**src/drive_pkg.sv**
```systemverilog
// drive package: bridge modes, dead time and chopper rate constants
package drive_pkg;

    // what one h-bridge is asked to do
    typedef enum logic [1:0] {
        MODE_DECAY = 2'd0,  // both low sides on, current coasts to zero
        MODE_POS   = 2'd1,  // drive current in the positive direction
        MODE_NEG   = 2'd2   // drive current in the negative direction
    } bridge_mode_t;

    localparam int DEAD_CYCLES = 3;   // all-off cycles on every mode change
    localparam int RAMP_DIV    = 2;   // cycles per count while the bridge drives
    localparam int DECAY_DIV   = 16;  // cycles per count in slow decay
    localparam int HYSTERESIS  = 4;   // chopper dead band in counts

    // counter widths sized from the rates above
    typedef logic [$clog2(DEAD_CYCLES + 1)-1:0] dead_cnt_t;
    typedef logic [$clog2(RAMP_DIV)-1:0]        ramp_cnt_t;
    typedef logic [$clog2(DECAY_DIV)-1:0]       decay_cnt_t;

endpackage

```
**src/motor_pkg.sv**
```systemverilog
// motor package: coil current and microstep types, sine table for the phase sequencer
package motor_pkg;

    typedef logic signed [12:0] coil_current_t;  // modelled coil current in counts
    typedef logic signed [13:0] current_err_t;   // target minus current, one bit of headroom
    typedef logic [4:0]         phase_idx_t;     // microstep position, 32 per electrical cycle

    localparam int PHASE_STEPS  = 32;   // table entries per electrical cycle
    localparam int PEAK_CURRENT = 400;  // target amplitude in counts

    // a quarter cycle ahead turns the sine into the cosine for coil b
    localparam phase_idx_t COS_OFFSET = phase_idx_t'(PHASE_STEPS / 4);

    // widest current the model may legally reach
    localparam coil_current_t CURRENT_LIMIT = 13'sd4095;

    // PEAK_CURRENT * sin(2*pi*k/32), rounded to the nearest count
    localparam coil_current_t SINE_TABLE [PHASE_STEPS] = '{
        0,                              // k = 0
        78,    153,   222,   283,       // rising first quarter
        333,   370,   392,
        400,                            // k = 8, positive peak
        392,   370,   333,   283,
        222,   153,   78,
        0,                              // k = 16, zero crossing
        -78,   -153,  -222,  -283,
        -333,  -370,  -392,
        -400,                           // k = 24, negative peak
        -392,  -370,  -333,  -283,
        -222,  -153,  -78
    };

endpackage

```
**src/bridge_gate_ctrl.sv**
```systemverilog
// gate controller mapping a bridge mode to four gate levels with dead time on every change
`timescale 1ns/1ps

module bridge_gate_ctrl (
    input  logic                     clk,
    input  logic                     resetn,
    input  drive_pkg::bridge_mode_t  mode,
    input  logic                     polarity_invert_config,  // coil wired the other way round
    output logic                     low_1,
    output logic                     high_1,
    output logic                     low_2,
    output logic                     high_2
);
    import drive_pkg::*;

    bridge_mode_t applied_mode;    // mode whose gates are (or will be) shown
    logic         applied_invert;  // wiring that the gates were mapped with
    dead_cnt_t    dead_cnt;        // remaining all-off cycles
    logic         change;
    logic [3:0]   gates;           // {high_2, low_2, high_1, low_1}
    logic [3:0]   mode_gates;      // pattern for applied_mode

    assign change = (mode != applied_mode) || (polarity_invert_config != applied_invert);

    // inverted wiring swaps the two diagonal pairs
    always_comb begin
        case (applied_mode)
            MODE_POS:   mode_gates = applied_invert ? 4'b0110 : 4'b1001;
            MODE_NEG:   mode_gates = applied_invert ? 4'b1001 : 4'b0110;
            MODE_DECAY: mode_gates = 4'b0101;  // both lows on
            default:    mode_gates = 4'b0000;
        endcase
    end

    always_ff @(posedge clk) begin
        if (!resetn) begin
            applied_mode   <= MODE_DECAY;
            applied_invert <= polarity_invert_config;  // strap taken during reset
            dead_cnt       <= '0;
            gates          <= '0;
        end else if (change) begin
            applied_mode   <= mode;
            applied_invert <= polarity_invert_config;
            dead_cnt       <= dead_cnt_t'(DEAD_CYCLES);  // first dead cycle starts now
            gates          <= '0;
        end else if (dead_cnt != '0) begin
            dead_cnt <= dead_cnt - 1'b1;
            if (dead_cnt == dead_cnt_t'(1))
                gates <= mode_gates;  // dead time over
        end
    end

    assign {high_2, low_2, high_1, low_1} = gates;

    // no shoot-through on either half bridge
    a_no_shoot_1: assert property (@(posedge clk) disable iff (!resetn) !(low_1 && high_1));
    a_no_shoot_2: assert property (@(posedge clk) disable iff (!resetn) !(low_2 && high_2));

endmodule

```
**src/current_chopper.sv**
```systemverilog
// current chopper: hysteresis comparator choosing the bridge mode for one coil
`timescale 1ns/1ps

module current_chopper (
    input  logic                      clk,
    input  logic                      resetn,
    input  motor_pkg::coil_current_t  target,            // wanted coil current
    input  motor_pkg::coil_current_t  current,           // modelled coil current
    input  logic                      current_positive,  // sign from the coil model
    output drive_pkg::bridge_mode_t   mode
);
    import motor_pkg::*;
    import drive_pkg::*;

    current_err_t err;        // target - current, sign extended
    bridge_mode_t want_mode;  // raw comparator decision
    bridge_mode_t next_mode;  // after the zero target rule
    logic         target_zero;

    assign target_zero = (target == '0);

    // error outside the band drives toward the target, inside it coasts
    always_comb begin
        err = current_err_t'(target) - current_err_t'(current);
        if (err > HYSTERESIS)
            want_mode = MODE_POS;       // current too low
        else if (err < -HYSTERESIS)
            want_mode = MODE_NEG;       // current too high
        else
            want_mode = MODE_DECAY;     // inside the dead band
    end

    // with a zero target never push against the current, just let it decay
    always_comb begin
        next_mode = want_mode;
        if (target_zero) begin
            if (want_mode == MODE_NEG && current_positive)
                next_mode = MODE_DECAY;  // would reverse a positive current
            if (want_mode == MODE_POS && !current_positive)
                next_mode = MODE_DECAY;  // would reverse a negative current
        end
    end

    // mode register, re-evaluated every cycle
    always_ff @(posedge clk) begin
        if (!resetn)
            mode <= MODE_DECAY;
        else
            mode <= next_mode;
    end

    // only the three defined encodings ever leave the chopper
    a_mode_legal: assert property (
        @(posedge clk) disable iff (!resetn)
        mode inside {MODE_DECAY, MODE_POS, MODE_NEG}
    );

    // zero target settles to decay on the following edge
    a_zero_decays: assert property (
        @(posedge clk) disable iff (!resetn)
        target_zero |=> (mode == MODE_DECAY)
    );

endmodule

```
**src/hbridge_coil.sv**
```systemverilog
// h-bridge coil model integrating the coil current from the four gate levels
`timescale 1ns/1ps

module hbridge_coil (
    input  logic                      clk,
    input  logic                      resetn,
    input  logic                      low_1,
    input  logic                      high_1,
    input  logic                      low_2,
    input  logic                      high_2,
    input  logic                      polarity_invert_config,
    output motor_pkg::coil_current_t  current,
    output logic                      current_sum_polarity  // 1 when current >= 0
);
    import motor_pkg::*;
    import drive_pkg::*;

    logic       on;          // a diagonal pair conducts
    logic       polarity;    // 1 when driving positive
    logic       slow_decay;  // both lows (or both highs) shorting the coil
    ramp_cnt_t  ramp_cnt;    // free-running ramp divider
    decay_cnt_t decay_cnt;   // free-running decay divider
    logic       ramp_tick;
    logic       decay_tick;

    assign ramp_tick  = (ramp_cnt == '0);
    assign decay_tick = (decay_cnt == '0);
    assign current_sum_polarity = (current >= 0);

    always_ff @(posedge clk) begin
        if (!resetn) begin
            current    <= '0;
            on         <= 1'b0;
            polarity   <= 1'b0;
            slow_decay <= 1'b0;
            ramp_cnt   <= '0;
            decay_cnt  <= '0;
        end else begin
            ramp_cnt  <= (ramp_cnt == ramp_cnt_t'(RAMP_DIV - 1)) ? '0 : ramp_cnt + 1'b1;
            decay_cnt <= (decay_cnt == decay_cnt_t'(DECAY_DIV - 1)) ? '0 : decay_cnt + 1'b1;
            // gates become bridge state one cycle later
            on <= (low_1 && high_2) || (low_2 && high_1);
            if (polarity_invert_config)
                polarity <= low_2 && high_1;  // swapped wiring
            else
                polarity <= low_1 && high_2;
            slow_decay <= (low_1 && low_2) || (high_1 && high_2);
            if (on) begin
                if (ramp_tick)
                    current <= polarity ? current + 1'b1 : current - 1'b1;
            end else if (slow_decay && current != '0 && decay_tick) begin
                if (current > 0)
                    current <= current - 1'b1;  // coast toward zero
                else
                    current <= current + 1'b1;
            end
            // an open bridge holds the current
        end
    end

    // current stays inside the model's range
    a_current_range: assert property (
        @(posedge clk) disable iff (!resetn)
        (current <= CURRENT_LIMIT) && (current >= -CURRENT_LIMIT)
    );

endmodule

```
**src/step_sequencer.sv**
```systemverilog
// step sequencer counting microsteps and looking up sine/cosine current targets for both coils
`timescale 1ns/1ps

module step_sequencer (
    input  logic                      clk,
    input  logic                      resetn,
    input  logic                      step,      // one-cycle pulse per microstep
    input  logic                      dir,       // 1 counts up, 0 counts down
    input  logic                      enable,
    output motor_pkg::phase_idx_t     phase_idx,
    output motor_pkg::coil_current_t  target_a,  // sine of the phase
    output motor_pkg::coil_current_t  target_b   // cosine of the phase
);
    import motor_pkg::*;

    phase_idx_t idx_b;  // coil b looks a quarter cycle ahead

    assign idx_b = phase_idx + COS_OFFSET;  // wraps modulo 32 in 5 bits

    // phase counter drops steps while disabled
    always_ff @(posedge clk) begin
        if (!resetn) begin
            phase_idx <= '0;
        end else if (step && enable) begin
            if (dir)
                phase_idx <= phase_idx + 1'b1;
            else
                phase_idx <= phase_idx - 1'b1;
        end
    end

    // table lookup one cycle behind the index
    always_ff @(posedge clk) begin
        if (!resetn) begin
            target_a <= '0;
            target_b <= '0;
        end else if (!enable) begin
            target_a <= '0;  // zero target makes both choppers decay
            target_b <= '0;
        end else begin
            target_a <= SINE_TABLE[phase_idx];
            target_b <= SINE_TABLE[idx_b];
        end
    end

endmodule

```
**src/stepper_drive.sv**
```systemverilog
// stepper drive top: sequencer, two choppers, two gate controllers and two coil models
`timescale 1ns/1ps

module stepper_drive (
    input  logic                      clk,
    input  logic                      resetn,
    input  logic                      step,
    input  logic                      dir,
    input  logic                      enable,
    input  logic                      polarity_invert_config,
    output motor_pkg::phase_idx_t     phase_idx,
    output logic                      gate_a_low_1,
    output logic                      gate_a_high_1,
    output logic                      gate_a_low_2,
    output logic                      gate_a_high_2,
    output logic                      gate_b_low_1,
    output logic                      gate_b_high_1,
    output logic                      gate_b_low_2,
    output logic                      gate_b_high_2,
    output motor_pkg::coil_current_t  current_a,
    output motor_pkg::coil_current_t  current_b
);
    import motor_pkg::*;
    import drive_pkg::*;

    coil_current_t target_a;   // sine target
    coil_current_t target_b;   // cosine target
    bridge_mode_t  mode_a;
    bridge_mode_t  mode_b;
    logic          positive_a; // coil sign back to its chopper
    logic          positive_b;

    step_sequencer sequencer (
        .clk(clk), .resetn(resetn), .step(step), .dir(dir), .enable(enable),
        .phase_idx(phase_idx), .target_a(target_a), .target_b(target_b)
    );

    current_chopper chopper_a (
        .clk(clk), .resetn(resetn), .target(target_a), .current(current_a),
        .current_positive(positive_a), .mode(mode_a)
    );

    current_chopper chopper_b (
        .clk(clk), .resetn(resetn), .target(target_b), .current(current_b),
        .current_positive(positive_b), .mode(mode_b)
    );

    bridge_gate_ctrl gate_ctrl_a (
        .clk(clk), .resetn(resetn), .mode(mode_a),
        .polarity_invert_config(polarity_invert_config),
        .low_1(gate_a_low_1), .high_1(gate_a_high_1),
        .low_2(gate_a_low_2), .high_2(gate_a_high_2)
    );

    bridge_gate_ctrl gate_ctrl_b (
        .clk(clk), .resetn(resetn), .mode(mode_b),
        .polarity_invert_config(polarity_invert_config),
        .low_1(gate_b_low_1), .high_1(gate_b_high_1),
        .low_2(gate_b_low_2), .high_2(gate_b_high_2)
    );

    // coil models close the loop, current and sign go back to the choppers
    hbridge_coil coil_a (
        .clk(clk), .resetn(resetn),
        .low_1(gate_a_low_1), .high_1(gate_a_high_1),
        .low_2(gate_a_low_2), .high_2(gate_a_high_2),
        .polarity_invert_config(polarity_invert_config),
        .current(current_a), .current_sum_polarity(positive_a)
    );

    hbridge_coil coil_b (
        .clk(clk), .resetn(resetn),
        .low_1(gate_b_low_1), .high_1(gate_b_high_1),
        .low_2(gate_b_low_2), .high_2(gate_b_high_2),
        .polarity_invert_config(polarity_invert_config),
        .current(current_b), .current_sum_polarity(positive_b)
    );

endmodule

```
**config.mk**
```make
export PLATFORM = sky130hd
export DESIGN_NAME = stepper_drive
export DESIGN_NICKNAME = d
export VERILOG_FILES = /design/src/drive_pkg.sv /design/src/motor_pkg.sv /design/src/bridge_gate_ctrl.sv /design/src/current_chopper.sv /design/src/hbridge_coil.sv /design/src/step_sequencer.sv /design/src/stepper_drive.sv
export SDC_FILE = /design/constraint.sdc
export NUM_CORES = 1
export LEC_CHECK = 0
export ABC_AREA = 1
export BUFFER_PORTS_ARGS = -buffer_cell sky130_fd_sc_hd__buf_4
export CORE_UTILIZATION = 55
export DETAILED_ROUTE_END_ITERATION = 10
export GPL_ROUTABILITY_DRIVEN = 1
export PLACE_DENSITY = 0.74
export SKIP_LAST_GASP = 1
export SYNTH_ARGS = -nofsm -noshare
export SYNTH_HDL_FRONTEND = slang
export SYNTH_HIERARCHICAL = 1
export SYNTH_SLANG_ARGS = --single-unit
```
**constraint.sdc**
```tcl
create_clock -name clk -period 2 [get_ports clk]
set_input_delay 0.4 -clock clk [delete_from_list [all_inputs] [get_ports clk]]
set_output_delay 0.4 -clock clk [all_outputs]
set_load 0.005 [all_outputs]
```
==> results of run 1 <==
==> path summary, 6_finish.rpt <==
check                                                   end  slack, ns
worst max-delay path                      chopper_b/mode[0]       0.03
worst min-delay path             gate_ctrl_a/applied_invert       0.33
worst max register to register            chopper_b/mode[0]       0.03
worst min register to register  gate_ctrl_a/applied_mode[0]       0.46
==> metal layers <==
metal | track usage | wire length, um | vias up | share of wire
met2 | 0.4502 | 8823 | 191 | 0.45
li1 | - | - | 4362 | -
met1 | 0.3598 | 9490 | 3690 | 0.49
met4 | 0.07022 | 289 | 0 | 0.015
met3 | 0.03933 | 838 | 29 | 0.043
met5 | 0 | 0 | - | 0
==> per-stage QoR <==
stage | cell area, sq um | cells | TNS [ns]
after detailed placement | 8583 | 1580 | 0
after CTS | 8862 | 1596 | 0
after global placement | 8583 | 1580 | 0
after floorplan | 7909 | 1339 | 0
final | 8940 | 1596 | 0
after global routing | 8940 | 1596 | -0.2112
==> layout by cell type, fill, tap and decap left out, types with 4 or more instances in the layout <==
cell type / n
nand2_4: 5
nor2_2: 12
dfxtp_2: 4
nor2_1: 155
xor2_1: 12
nand3b_1: 4
inv_1: 184
o21ai_1: 12
dfxtp_1: 83
nand2_2: 17
or2_2: 9
a21oi_1: 52
nand3_2: 10
inv_2: 19
nor3_1: 7
ha_1: 45
o21ai_0: 42
buf_4: 86
clkbuf_16: 9
nand3_1: 125
nand4_1: 25
a21oi_2: 5
nand2_1: 436
nor4_1: 4
==> registers in the layout (all words and copies together), names as in the netlist, 2 cells and up <==
signal / flops
coil_a/decay_cnt: 4
gate_ctrl_a/dead_cnt: 2
sequencer/phase_idx: 5
chopper_b/mode: 2
gate_ctrl_b/dead_cnt: 2
sequencer/target_a: 10
coil_b/current: 13
chopper_a/mode: 2
coil_b/decay_cnt: 4
coil_a/current: 13
gate_ctrl_b/gates: 4
sequencer/target_b: 10
gate_ctrl_a/applied_mode: 2
gate_ctrl_a/gates: 4
gate_ctrl_b/applied_mode: 2
==> worst max-delay path, cell delays in order (launching register included) <==
cell     delay (ns)
dfxtp_2        0.33
inv_2          0.06
ha_4           0.13
inv_2          0.04
fa_2           0.37
or2_1          0.23
nand3_1        0.07
nand3_1        0.08
nor2_1         0.10
nand2_1        0.05
nor2_1         0.13
nand3_1        0.10
nor2_1         0.14
nor2_1         0.05
==> power by group through the flow <==
stage          sequential [uW]  combinational (uW)  clock (uW)
3_5_place_dp              2000                1600           0
6_report                  1970                1640        1620
5_1_grt                   1980                1880        1720
4_1_cts                   1960                1610        1660
2_1_floorplan             1980                1260           0
3_3_place_gp              2000                1570           0
==> cell families after synthesis <==
kind of cell / synth area share
flops: 0.2278
fa+ha+maj: 0.08511
simple gates: 0.4525
xor+xnor: 0.02072
mux: 0.002531
compound gates: 0.08733
buf+inv: 0.1240
==> area by class of cell <==
class | instances | share of cell area
Multi-Input combinational cell | 1017 | 0.5815
Sequential cell | 89 | 0.2021
Inverter | 208 | 0.08775
Timing Repair Buffer | 86 | 0.07222
Clock buffer | 10 | 0.02561
Tap cell | 180 | 0.02519
Clock inverter | 6 | 0.005598
==> results.sh, run 1 <==
export IMPL_synth_flop_cell="dfxtp_1"
export IMPL_r2r_cells=13
export IMPL_timing_fmax_mhz=508.4
export IMPL_core_area_sq_um=13930
export IMPL_cp_arrival_ns=2.22
export IMPL_status="finished clean"
export IMPL_p_comb_frac=0.313
export IMPL_tritoncts="done"
export IMPL_antenna_found_initial=0
export IMPL_vias=8272
export IMPL_power_leakage_uw=0.004842
export IMPL_fin_nets=1469
export IMPL_worstSetupStartpoint="sequencer/target_b[0]"
export IMPL_start_kind="flop"
export IMPL_cts_resized=0
export IMPL_hold_class="in2reg"
export IMPL_reg2reg_from="sequencer/target_b[0]"
export IMPL_vias_per_cell=5.183
export IMPL_min_period_ns=1.967
export IMPL_setup_violations=0
export IMPL_worst_path_max_fanout=4
export IMPL_ys_types=46
export IMPL_grt_overflow=0
export IMPL_seqCellArea_sq_um=1807
export IMPL_avgSynthCellArea_sq_um=5.907
export IMPL_fp_row_count=43
export IMPL_cts_buffer_depth=2
export IMPL_ys_seq_area_frac=0.2278
export IMPL_die_w_um=121.9
export IMPL_required_ns=2.25
export IMPL_cap_violations=0
export IMPL_synth_area_sq_um=7909
export IMPL_power_frac_clock=0.310
export IMPL_min_from="polarity_invert_config"
export IMPL_root_buffer="clkbuf_16"
export IMPL_antenna_left=0
export IMPL_gp_congestion=0.8918
export IMPL_fin_util=0.6416
export IMPL_dieArea_sq_um=14860
export IMPL_io_pins=45
export IMPL_drt_first_pass_iters=5
export IMPL_p_per_area_nw_per_um2=584.8
export IMPL_switchingPower_uw=1895
export IMPL_crit_path_end_kind="flop"
export IMPL_wl_um=19440
export IMPL_async_reset_ff_frac=0
export IMPL_syn_inst=1339
export IMPL_min_path_cells=1
export IMPL_sw_frac_of_total=0.3625
export IMPL_drive_gt1_frac=0.1441
export IMPL_cts_buffers=9
export IMPL_slew_headroom=0.6550
export IMPL_grt_pass1_vias=7294
export IMPL_yosysMostFrequentCell="nand2_1"
export IMPL_grt_util_all_layers=0.2692
export IMPL_drt_wirelength_per_cell_um=12.18
export IMPL_postCtsHoldBufs=0
export IMPL_synth_top_area_frac=0.2202
export IMPL_fillers=1378
export IMPL_skew_ns=0.01272
export IMPL_hold_viol_final=0
export IMPL_synth_area_leaders="dfxtp_1 22%, nand2_1 21%, inv_1 9.0%"
export IMPL_clk_pin_slew_ns=0.07
export IMPL_pwr_share_seq=0.376
export IMPL_synth_seq_cells=89
export IMPL_clkLatencyLatePin_ns=0.35
export IMPL_p_int_uw=3333
export IMPL_synth_top_cell_by_area="dfxtp_1"
export IMPL_total_power_uw=5228
export IMPL_drc=0
export IMPL_numPortBuffers=44
export IMPL_dieHeight_um=121.9
export IMPL_setup_ws_ns=0.03319
export IMPL_final_period_utilization=0.9834
export IMPL_grt_pass1_wl_um=32460
export IMPL_pre_cts_ws_ns=0.003970
export IMPL_tightest_slew_ns=0.5156
export IMPL_multi_input_area_sq_um=5199
export IMPL_clock_sinks=89
export IMPL_vdd_drop_max_v=0.0005048
export IMPL_synth_warnings=6
export IMPL_dp_hpwl_um=15090
export IMPL_synth_nets=1397
export IMPL_yosys_top_cells_count="436 x nand2_1, 189 x inv_1, 157 x nor2_1"
export IMPL_grt_max_degree=22
export IMPL_whs_ns=0.3284
export IMPL_area_growth_pct=13.04
export IMPL_htree_levels=3
export IMPL_drt_iter0_drc=472
export IMPL_postCtsSetupBuffers=0
export IMPL_rsz0062_at_grt="true"
export IMPL_crit_type="reg2reg"
export IMPL_synth_edf_count=2
export IMPL_drv_slew=0
export IMPL_initial_utilization=0.5676
export IMPL_antennaDiodeCount=0
No activity file was read; power rests on OpenSTA's default activity.
==> inputs of run 2 (changes only) <==
--- a/config.mk
+++ b/config.mk
@@ -14,5 +14,4 @@
 export SKIP_LAST_GASP = 1
 export SYNTH_ARGS = -nofsm -noshare
 export SYNTH_HDL_FRONTEND = slang
-export SYNTH_HIERARCHICAL = 1
 export SYNTH_SLANG_ARGS = --single-unit
==> results.sh, run 2 <==
export IMPL_dieArea_sq_um=13860
export IMPL_avgSynthCellArea_sq_um=6.090
export IMPL_antenna_found_initial=1
export IMPL_die_w_um=117.7
export IMPL_min_path_cells=1
export IMPL_synthXorXnorAreaFrac=0.04279
export IMPL_async_reset_ff_frac=0
export IMPL_required_ns=2.25
export IMPL_grt_pass1_vias=7108
export IMPL_layout_cells_non_filler=1490
export IMPL_gp_congestion=0.9716
export IMPL_synth_seq_cells=89
export IMPL_r2r_cells=14
export IMPL_cp_arrival_ns=2.20
export IMPL_synth_warnings=0
export IMPL_synth_top_family_by_area="simple AND/OR/NAND/NOR gates"
export IMPL_p_per_area_nw_per_um2=581.3
export IMPL_hold_viol_final=0
export IMPL_antennaDiodeCount=0
export IMPL_synthSimpleGateAreaFrac=0.4009
export IMPL_slew_headroom=0.6120
export IMPL_setup_violations=0
export IMPL_synth_compound_area_frac=0.1143
export IMPL_synth_top_cell_by_area="dfxtp_1"
export IMPL_root_buffer="clkbuf_16"
export IMPL_synthAdderAreaFrac=0.09136
export IMPL_grt_pass1_wl_um=34110
export IMPL_drv_slew=0
export IMPL_cts_buffers=9
export IMPL_rsz0062_at_grt="true"
export IMPL_gr_usage_met1=0.4379
export IMPL_final_period_utilization=0.9747
export IMPL_area_growth_pct=20.95
export IMPL_dpl_cell_area_sq_um=8293
export IMPL_cts_buffer_depth=2
export IMPL_ys_types=48
export IMPL_drt_wirelength_per_cell_um=14.02
export IMPL_synth_top_area_frac=0.2364
export IMPL_dieHeight_um=117.7
export IMPL_min_from="polarity_invert_config"
export IMPL_tritoncts="done"
export IMPL_crit_type="reg2reg"
export IMPL_hold_end="gate_ctrl_a.applied_invert"
export IMPL_drt_iter0_drc=728
export IMPL_total_power_uw=5181
export IMPL_htree_levels=3
export IMPL_r2r_slack_ns=0.05
export IMPL_fin_nets=1371
export IMPL_clk_pin_slew_ns=0.07
export IMPL_initial_utilization=0.5745
export IMPL_busiest_layer="met2"
export IMPL_dpl_cell_count=1472
export IMPL_synth_edf_count=2
export IMPL_fp_row_count=41
export IMPL_worst_path_max_fanout=2
export IMPL_io_pins=45
export IMPL_tightest_slew_ns=0.5812
export IMPL_ys_seq_area_frac=0.2445
export IMPL_min_period_ns=1.949
export IMPL_yosys_top_cells_count="408 x nand2_1, 165 x inv_1, 112 x nor2_1"
export IMPL_mostFrequentLayoutCell="nand2_1"
export IMPL_antenna_left=0
export IMPL_regToRegEndpoint="chopper_a.mode[0]"
export IMPL_final_cell_mix="398 x nand2_1, 159 x inv_1, 111 x buf_4"
export IMPL_crit_path_end_kind="flop"
export IMPL_grtUsageMet2=0.4607
export IMPL_drive_gt1_frac=0.1662
export IMPL_hold_class="in2reg"
export IMPL_fin_util=0.6949
export IMPL_power_leakage_uw=0.004687
export IMPL_synth_mux_area_frac=0
export IMPL_design_area_sq_um=8912
export IMPL_wl_um=20890
export IMPL_syn_inst=1210
export IMPL_synth_nets=1268
export IMPL_timing_fmax_mhz=513.0
export IMPL_numPortBuffers=44
export IMPL_grt_overflow=0
export IMPL_dp_hpwl_um=16080
export IMPL_core_area_sq_um=12820
export IMPL_drc=0
export IMPL_vias_per_cell=5.349
export IMPL_clkLatencyLatePin_ns=0.36
export IMPL_skew_ns=0.009596
export IMPL_cap_violations=0
export IMPL_postCtsHoldBufs=0
export IMPL_synth_area_sq_um=7368
export IMPL_reg2reg_from="sequencer.target_a[0]"
export IMPL_use_met3=0.04748
export IMPL_drt_first_pass_iters=5
export IMPL_grt_util_all_layers=0.3011
export IMPL_vias=7970
export IMPL_fillers=1190
export IMPL_synth_flop_cell="dfxtp_1"
export IMPL_reg_top3="coil_a.current (13), coil_b.current (13)"
export IMPL_yosysMostFrequentCell="nand2_1"
export IMPL_status="finished clean"
export IMPL_grt_max_degree=26
export IMPL_clock_sinks=89
export IMPL_start_kind="flop"
export IMPL_vdd_drop_max_v=0.0005078
export IMPL_synth_area_leaders="dfxtp_1 24%, nand2_1 21%, inv_1 8.4%"
[run 2: cell count changes in the layout (fill, tap and decap cells not counted), sizes merged, moves of 5 or more]
| cell | change |
|---|---|
| nand2 | -44 |
| buf | +27 |
| a21oi | +11 |
| xor2 | +8 |
| inv | -31 |
| xnor2 | +11 |
| or2 | -5 |
| a221oi | +5 |
| nand3 | -32 |
| o21ai | -12 |
| nor2 | -50 |
[run 2: metrics by stage]
stage                     hold slack, ns  TNS (ns)  setup slack (ns)
after floorplan                   0.3848         0           0.04556
after global placement            0.3934         0          0.008601
after detailed placement          0.3992  -0.04538          -0.03233
after CTS                         0.2882         0           0.02113
after global routing              0.2838   -0.3219           -0.1110
final                             0.3005         0           0.05061
[run 2: cells by family after synthesis]
logic type	after synthesis
XOR/XNOR	36
adder cells (fa/ha/maj)	52
flip-flops	89
AND/OR/NAND/NOR	690
AO/OA/AOI/OAI	148
buffers and inverters	195
[run 2: repair_timing]
item	in CTS	in global routing
endpoints found under the hold margin	0	0
gates resized for setup	2	77
setup endpoints to repair	3	28
setup buffers	0	3
pin swaps	0	25
[run 2: how the worst max path moves through the flow]
stage / startpoint / to / slack [ns] / cells after the start
6_report: sequencer.target_a[0] / chopper_a.mode[0] / 0.05 / 14
5_1_grt: coil_a.current[4] / chopper_a.mode[0] / -0.11 / 14
4_1_cts: sequencer.target_a[0] / chopper_a.mode[0] / 0.02 / 15
3_5_place_dp: coil_b.current[0] / chopper_b.mode[1] / -0.03 / 13
3_3_place_gp: coil_b.current[0] / chopper_b.mode[1] / 0.009 / 13
2_1_floorplan: coil_b.current[0] / chopper_b.mode[0] / 0.05 / 12
[run 2: layer usage]
metal  routed length, um  vias up
li1                    -     4094
met1               10100     3588
met2                9053      257
met3                1390       29
met4                 331        2
met5                  13        -
[run 2: report_power, final]
group | internal (uW) | switching [uW] | total, uW | leakage (uW)
logic | 559 | 918 | 1480 | 0.00381
clock network | 883 | 828 | 1710 | 0.000147
registers | 1880 | 109 | 1990 | 0.000732
[run 2: cell type report]
cell class,count,area [sq um],share of cell area
inverter,174,663.1,0.07441
timing repair buffer,113,855.8,0.09603
clock buffer,9,225.2,0.02527
tap,172,215.2,0.02415
sequential,89,1809,0.2030
multi-input combinational,926,5070,0.5689
clock inverter,7,73.82,0.008283
[run 2: worst max-delay path: stages, from the launching register on]
cell,delay (ns)
dfxtp_2,0.33
inv_2,0.07
ha_4,0.12
inv_2,0.04
fa_2,0.42
xor2_2,0.19
inv_1,0.07
nor2_1,0.10
nand3_1,0.09
nand2_2,0.10
nand2_2,0.05
nor2_2,0.11
nand3_1,0.07
nand2_1,0.06
inv_1,0.03
==> inputs of run 3 (changes only) <==
--- a/config.mk
+++ b/config.mk
@@ -10,7 +10,7 @@
 export CORE_UTILIZATION = 55
 export DETAILED_ROUTE_END_ITERATION = 10
 export GPL_ROUTABILITY_DRIVEN = 1
-export PLACE_DENSITY = 0.74
+export PLACE_DENSITY = 0.83
 export SKIP_LAST_GASP = 1
 export SYNTH_ARGS = -nofsm -noshare
 export SYNTH_HDL_FRONTEND = slang
==> results.sh, run 3 (synthesis gave the netlist of run 2 again) <==
export IMPL_dieHeight_um=117.7
export IMPL_clock_sinks=89
export IMPL_timing_fmax_mhz=515.8
export IMPL_die_w_um=117.7
export IMPL_switchingPower_uw=1878
export IMPL_tritoncts="done"
export IMPL_numPortBuffers=44
export IMPL_htree_levels=3
export IMPL_io_pins=45
export IMPL_drt_iter0_drc=793
export IMPL_cts_buffer_depth=2
export IMPL_required_ns=2.27
export IMPL_min_period_ns=1.939
export IMPL_status="finished clean"
export IMPL_cts_buffers=9
export IMPL_power_frac_clock=0.354
export IMPL_r2r_cells=13
export IMPL_grt_overflow=0
export IMPL_p_int_uw=3583
export IMPL_cp_slowest_cell="ha_1"
export IMPL_regToRegEndpoint="chopper_b.mode[0]"
export IMPL_rsz0062_at_grt="true"
export IMPL_worst_path_max_fanout=5
export IMPL_start_kind="flop"
export IMPL_hold_end="coil_b.polarity"
export IMPL_drv_slew=0
export IMPL_p_comb_frac=0.282
export IMPL_reg_top3="coil_a.current (13), coil_b.current (13)"
export IMPL_pwr_share_seq=0.365
export IMPL_root_buffer="clkbuf_16"
export IMPL_reg2reg_from="coil_b.current[8]"
export IMPL_initial_utilization=0.5745
export IMPL_crit_chain="inv_1, ha_1, nand2_2, nor2_2, nand3_2, nand3_2, nand2_2, nand3_1, nand2_1, nand2_1, nor2_2, nand2_1, inv_1"
export IMPL_cap_violations=0
export IMPL_antennaDiodeCount=0
export IMPL_r2r_slack_ns=0.06
export IMPL_grt_max_degree=26
export IMPL_grt_pass1_vias=6977
export IMPL_setup_violations=0
export IMPL_min_from="polarity_invert_config"
export IMPL_drive_gt1_frac=0.1763
export IMPL_p_per_area_nw_per_um2=608.1
export IMPL_slew_headroom=0.6141
export IMPL_antenna_left=0
export IMPL_grt_pass1_wl_um=32590
export IMPL_skew_ns=0.01096
export IMPL_final_period_utilization=0.9693
export IMPL_min_path_cells=2
export IMPL_hold_viol_final=0
export IMPL_vias_per_cell=5.526
export IMPL_clkLatencyLatePin_ns=0.37
export IMPL_fin_nets=1363
export IMPL_whs_ns=0.2989
export IMPL_drt_wirelength_per_cell_um=14.22
export IMPL_clk_pin_slew_ns=0.07
export IMPL_antenna_found_initial=0
export IMPL_drt_first_pass_iters=6
export IMPL_area_growth_pct=21.89
export IMPL_power_leakage_uw=0.004681
export IMPL_sw_frac_of_total=0.3439
export IMPL_cp_arrival_ns=2.21
export IMPL_hold_class="in2reg"
export IMPL_cpPeakStageDelay_ns=0.39
export IMPL_gp_congestion=0.9889
export IMPL_vdd_drop_max_v=0.0004562
export IMPL_fp_row_count=41
export IMPL_dp_hpwl_um=15350
export IMPL_dieArea_sq_um=13860
export IMPL_tightest_slew_ns=0.5780
export IMPL_vias=8189
export IMPL_crit_path_end_kind="flop"
export IMPL_drc=0
export IMPL_mostFrequentLayoutCell="nand2_1"
export IMPL_wl_um=21070
export IMPL_grt_util_all_layers=0.2865
export IMPL_tns_ns=0
export IMPL_final_cell_mix="393 x nand2_1, 158 x inv_1, 104 x buf_4"
export IMPL_core_area_sq_um=12820
export IMPL_crit_type="reg2reg"
export IMPL_critPathMostFrequentCell="nand2_1"
## run 3: cell types whose count changed in the layout (fill, tap and decap cells not counted), moves of 3 or more
cell     delta
nand3_2     +5
ha_1        -5
nand3_1     -5
o21ai_0     +3
nand2_1     -5
nor2_1      -6
buf_4       -7
nand2_2     +3
nor2_2      +8
ha_4        +5
inv_2       +3
## run 3: how the worst max path moves through the flow
stage | from | endpoint | slack, ns | depth (start not counted)
final | coil_b.current[8] | chopper_b.mode[0] | 0.06 | 13
after global routing | coil_b.current[4] | chopper_b.mode[0] | -0.14 | 15
after CTS | coil_b.current[0] | chopper_b.mode[1] | 0.02 | 13
after detailed placement | coil_a.current[0] | chopper_a.mode[0] | -0.02 | 15
after global placement | coil_a.current[0] | chopper_a.mode[0] | 0.06 | 14
after floorplan | coil_b.current[0] | chopper_b.mode[0] | 0.05 | 12
## run 3: metrics by stage
step                area [sq um]    util  setup WS [ns]  instances  power (uW)
floorplan                   7368       -        0.04556       1210        3062
global placement            8248  0.6431        0.05708       1466        3357
detailed placement          8248  0.6431       -0.02272       1466        3389
CTS                         8586  0.6695        0.02422       1482        5292
global route                8981  0.7003        -0.1399       1482        5752
finish                      8981  0.7003        0.06133       1482        5461
## run 3: layout make-up
cell class                      instances  area (sq um)
Clock buffer                            9         225.2
Clock inverter                          7         106.4
Fill cell                            1057          3844
Inverter                              174         658.1
Multi-Input combinational cell        926          5174
Sequential cell                        89          1810
Tap cell                              172         215.2
Timing Repair Buffer                  105         792.0
## run 3: timing repair
| action | in CTS | in global routing |
|---|---|---|
| endpoints found under the setup margin | 4 | 28 |
| setup buffers | 0 | 0 |
| pin swaps | 0 | 19 |
| resized for setup | 2 | 92 |
| hold buffers | 0 | 0 |
| cloned | 0 | 0 |
## run 3: power by group through the flow
| stage | Sequential, uW | Combinational [uW] | Clock, uW |
|---|---|---|---|
| after floorplan | 2000 | 1070 | 0 |
| after global placement | 2020 | 1340 | 0 |
| after detailed placement | 2020 | 1370 | 0 |
| after CTS | 1980 | 1380 | 1930 |
| after global routing | 2000 | 1740 | 2010 |
| final | 1990 | 1540 | 1930 |
## run 3: per-layer routing
metal / GRT usage / part of all wire
met2: 0.4676 / 0.48
met3: 0.04312 / 0.080
met5: 0 / 0
met1: 0.3752 / 0.42
met4: 0.1210 / 0.028
## run 3: worst max-delay path: cells and delay by family (launching register included)
family / cells / cell delay (ns)
buffers and inverters: 2 / 0.10
flip-flops: 1 / 0.33
adder cells (fa/ha/maj): 1 / 0.39
AND/OR/NAND/NOR: 10 / 1.01
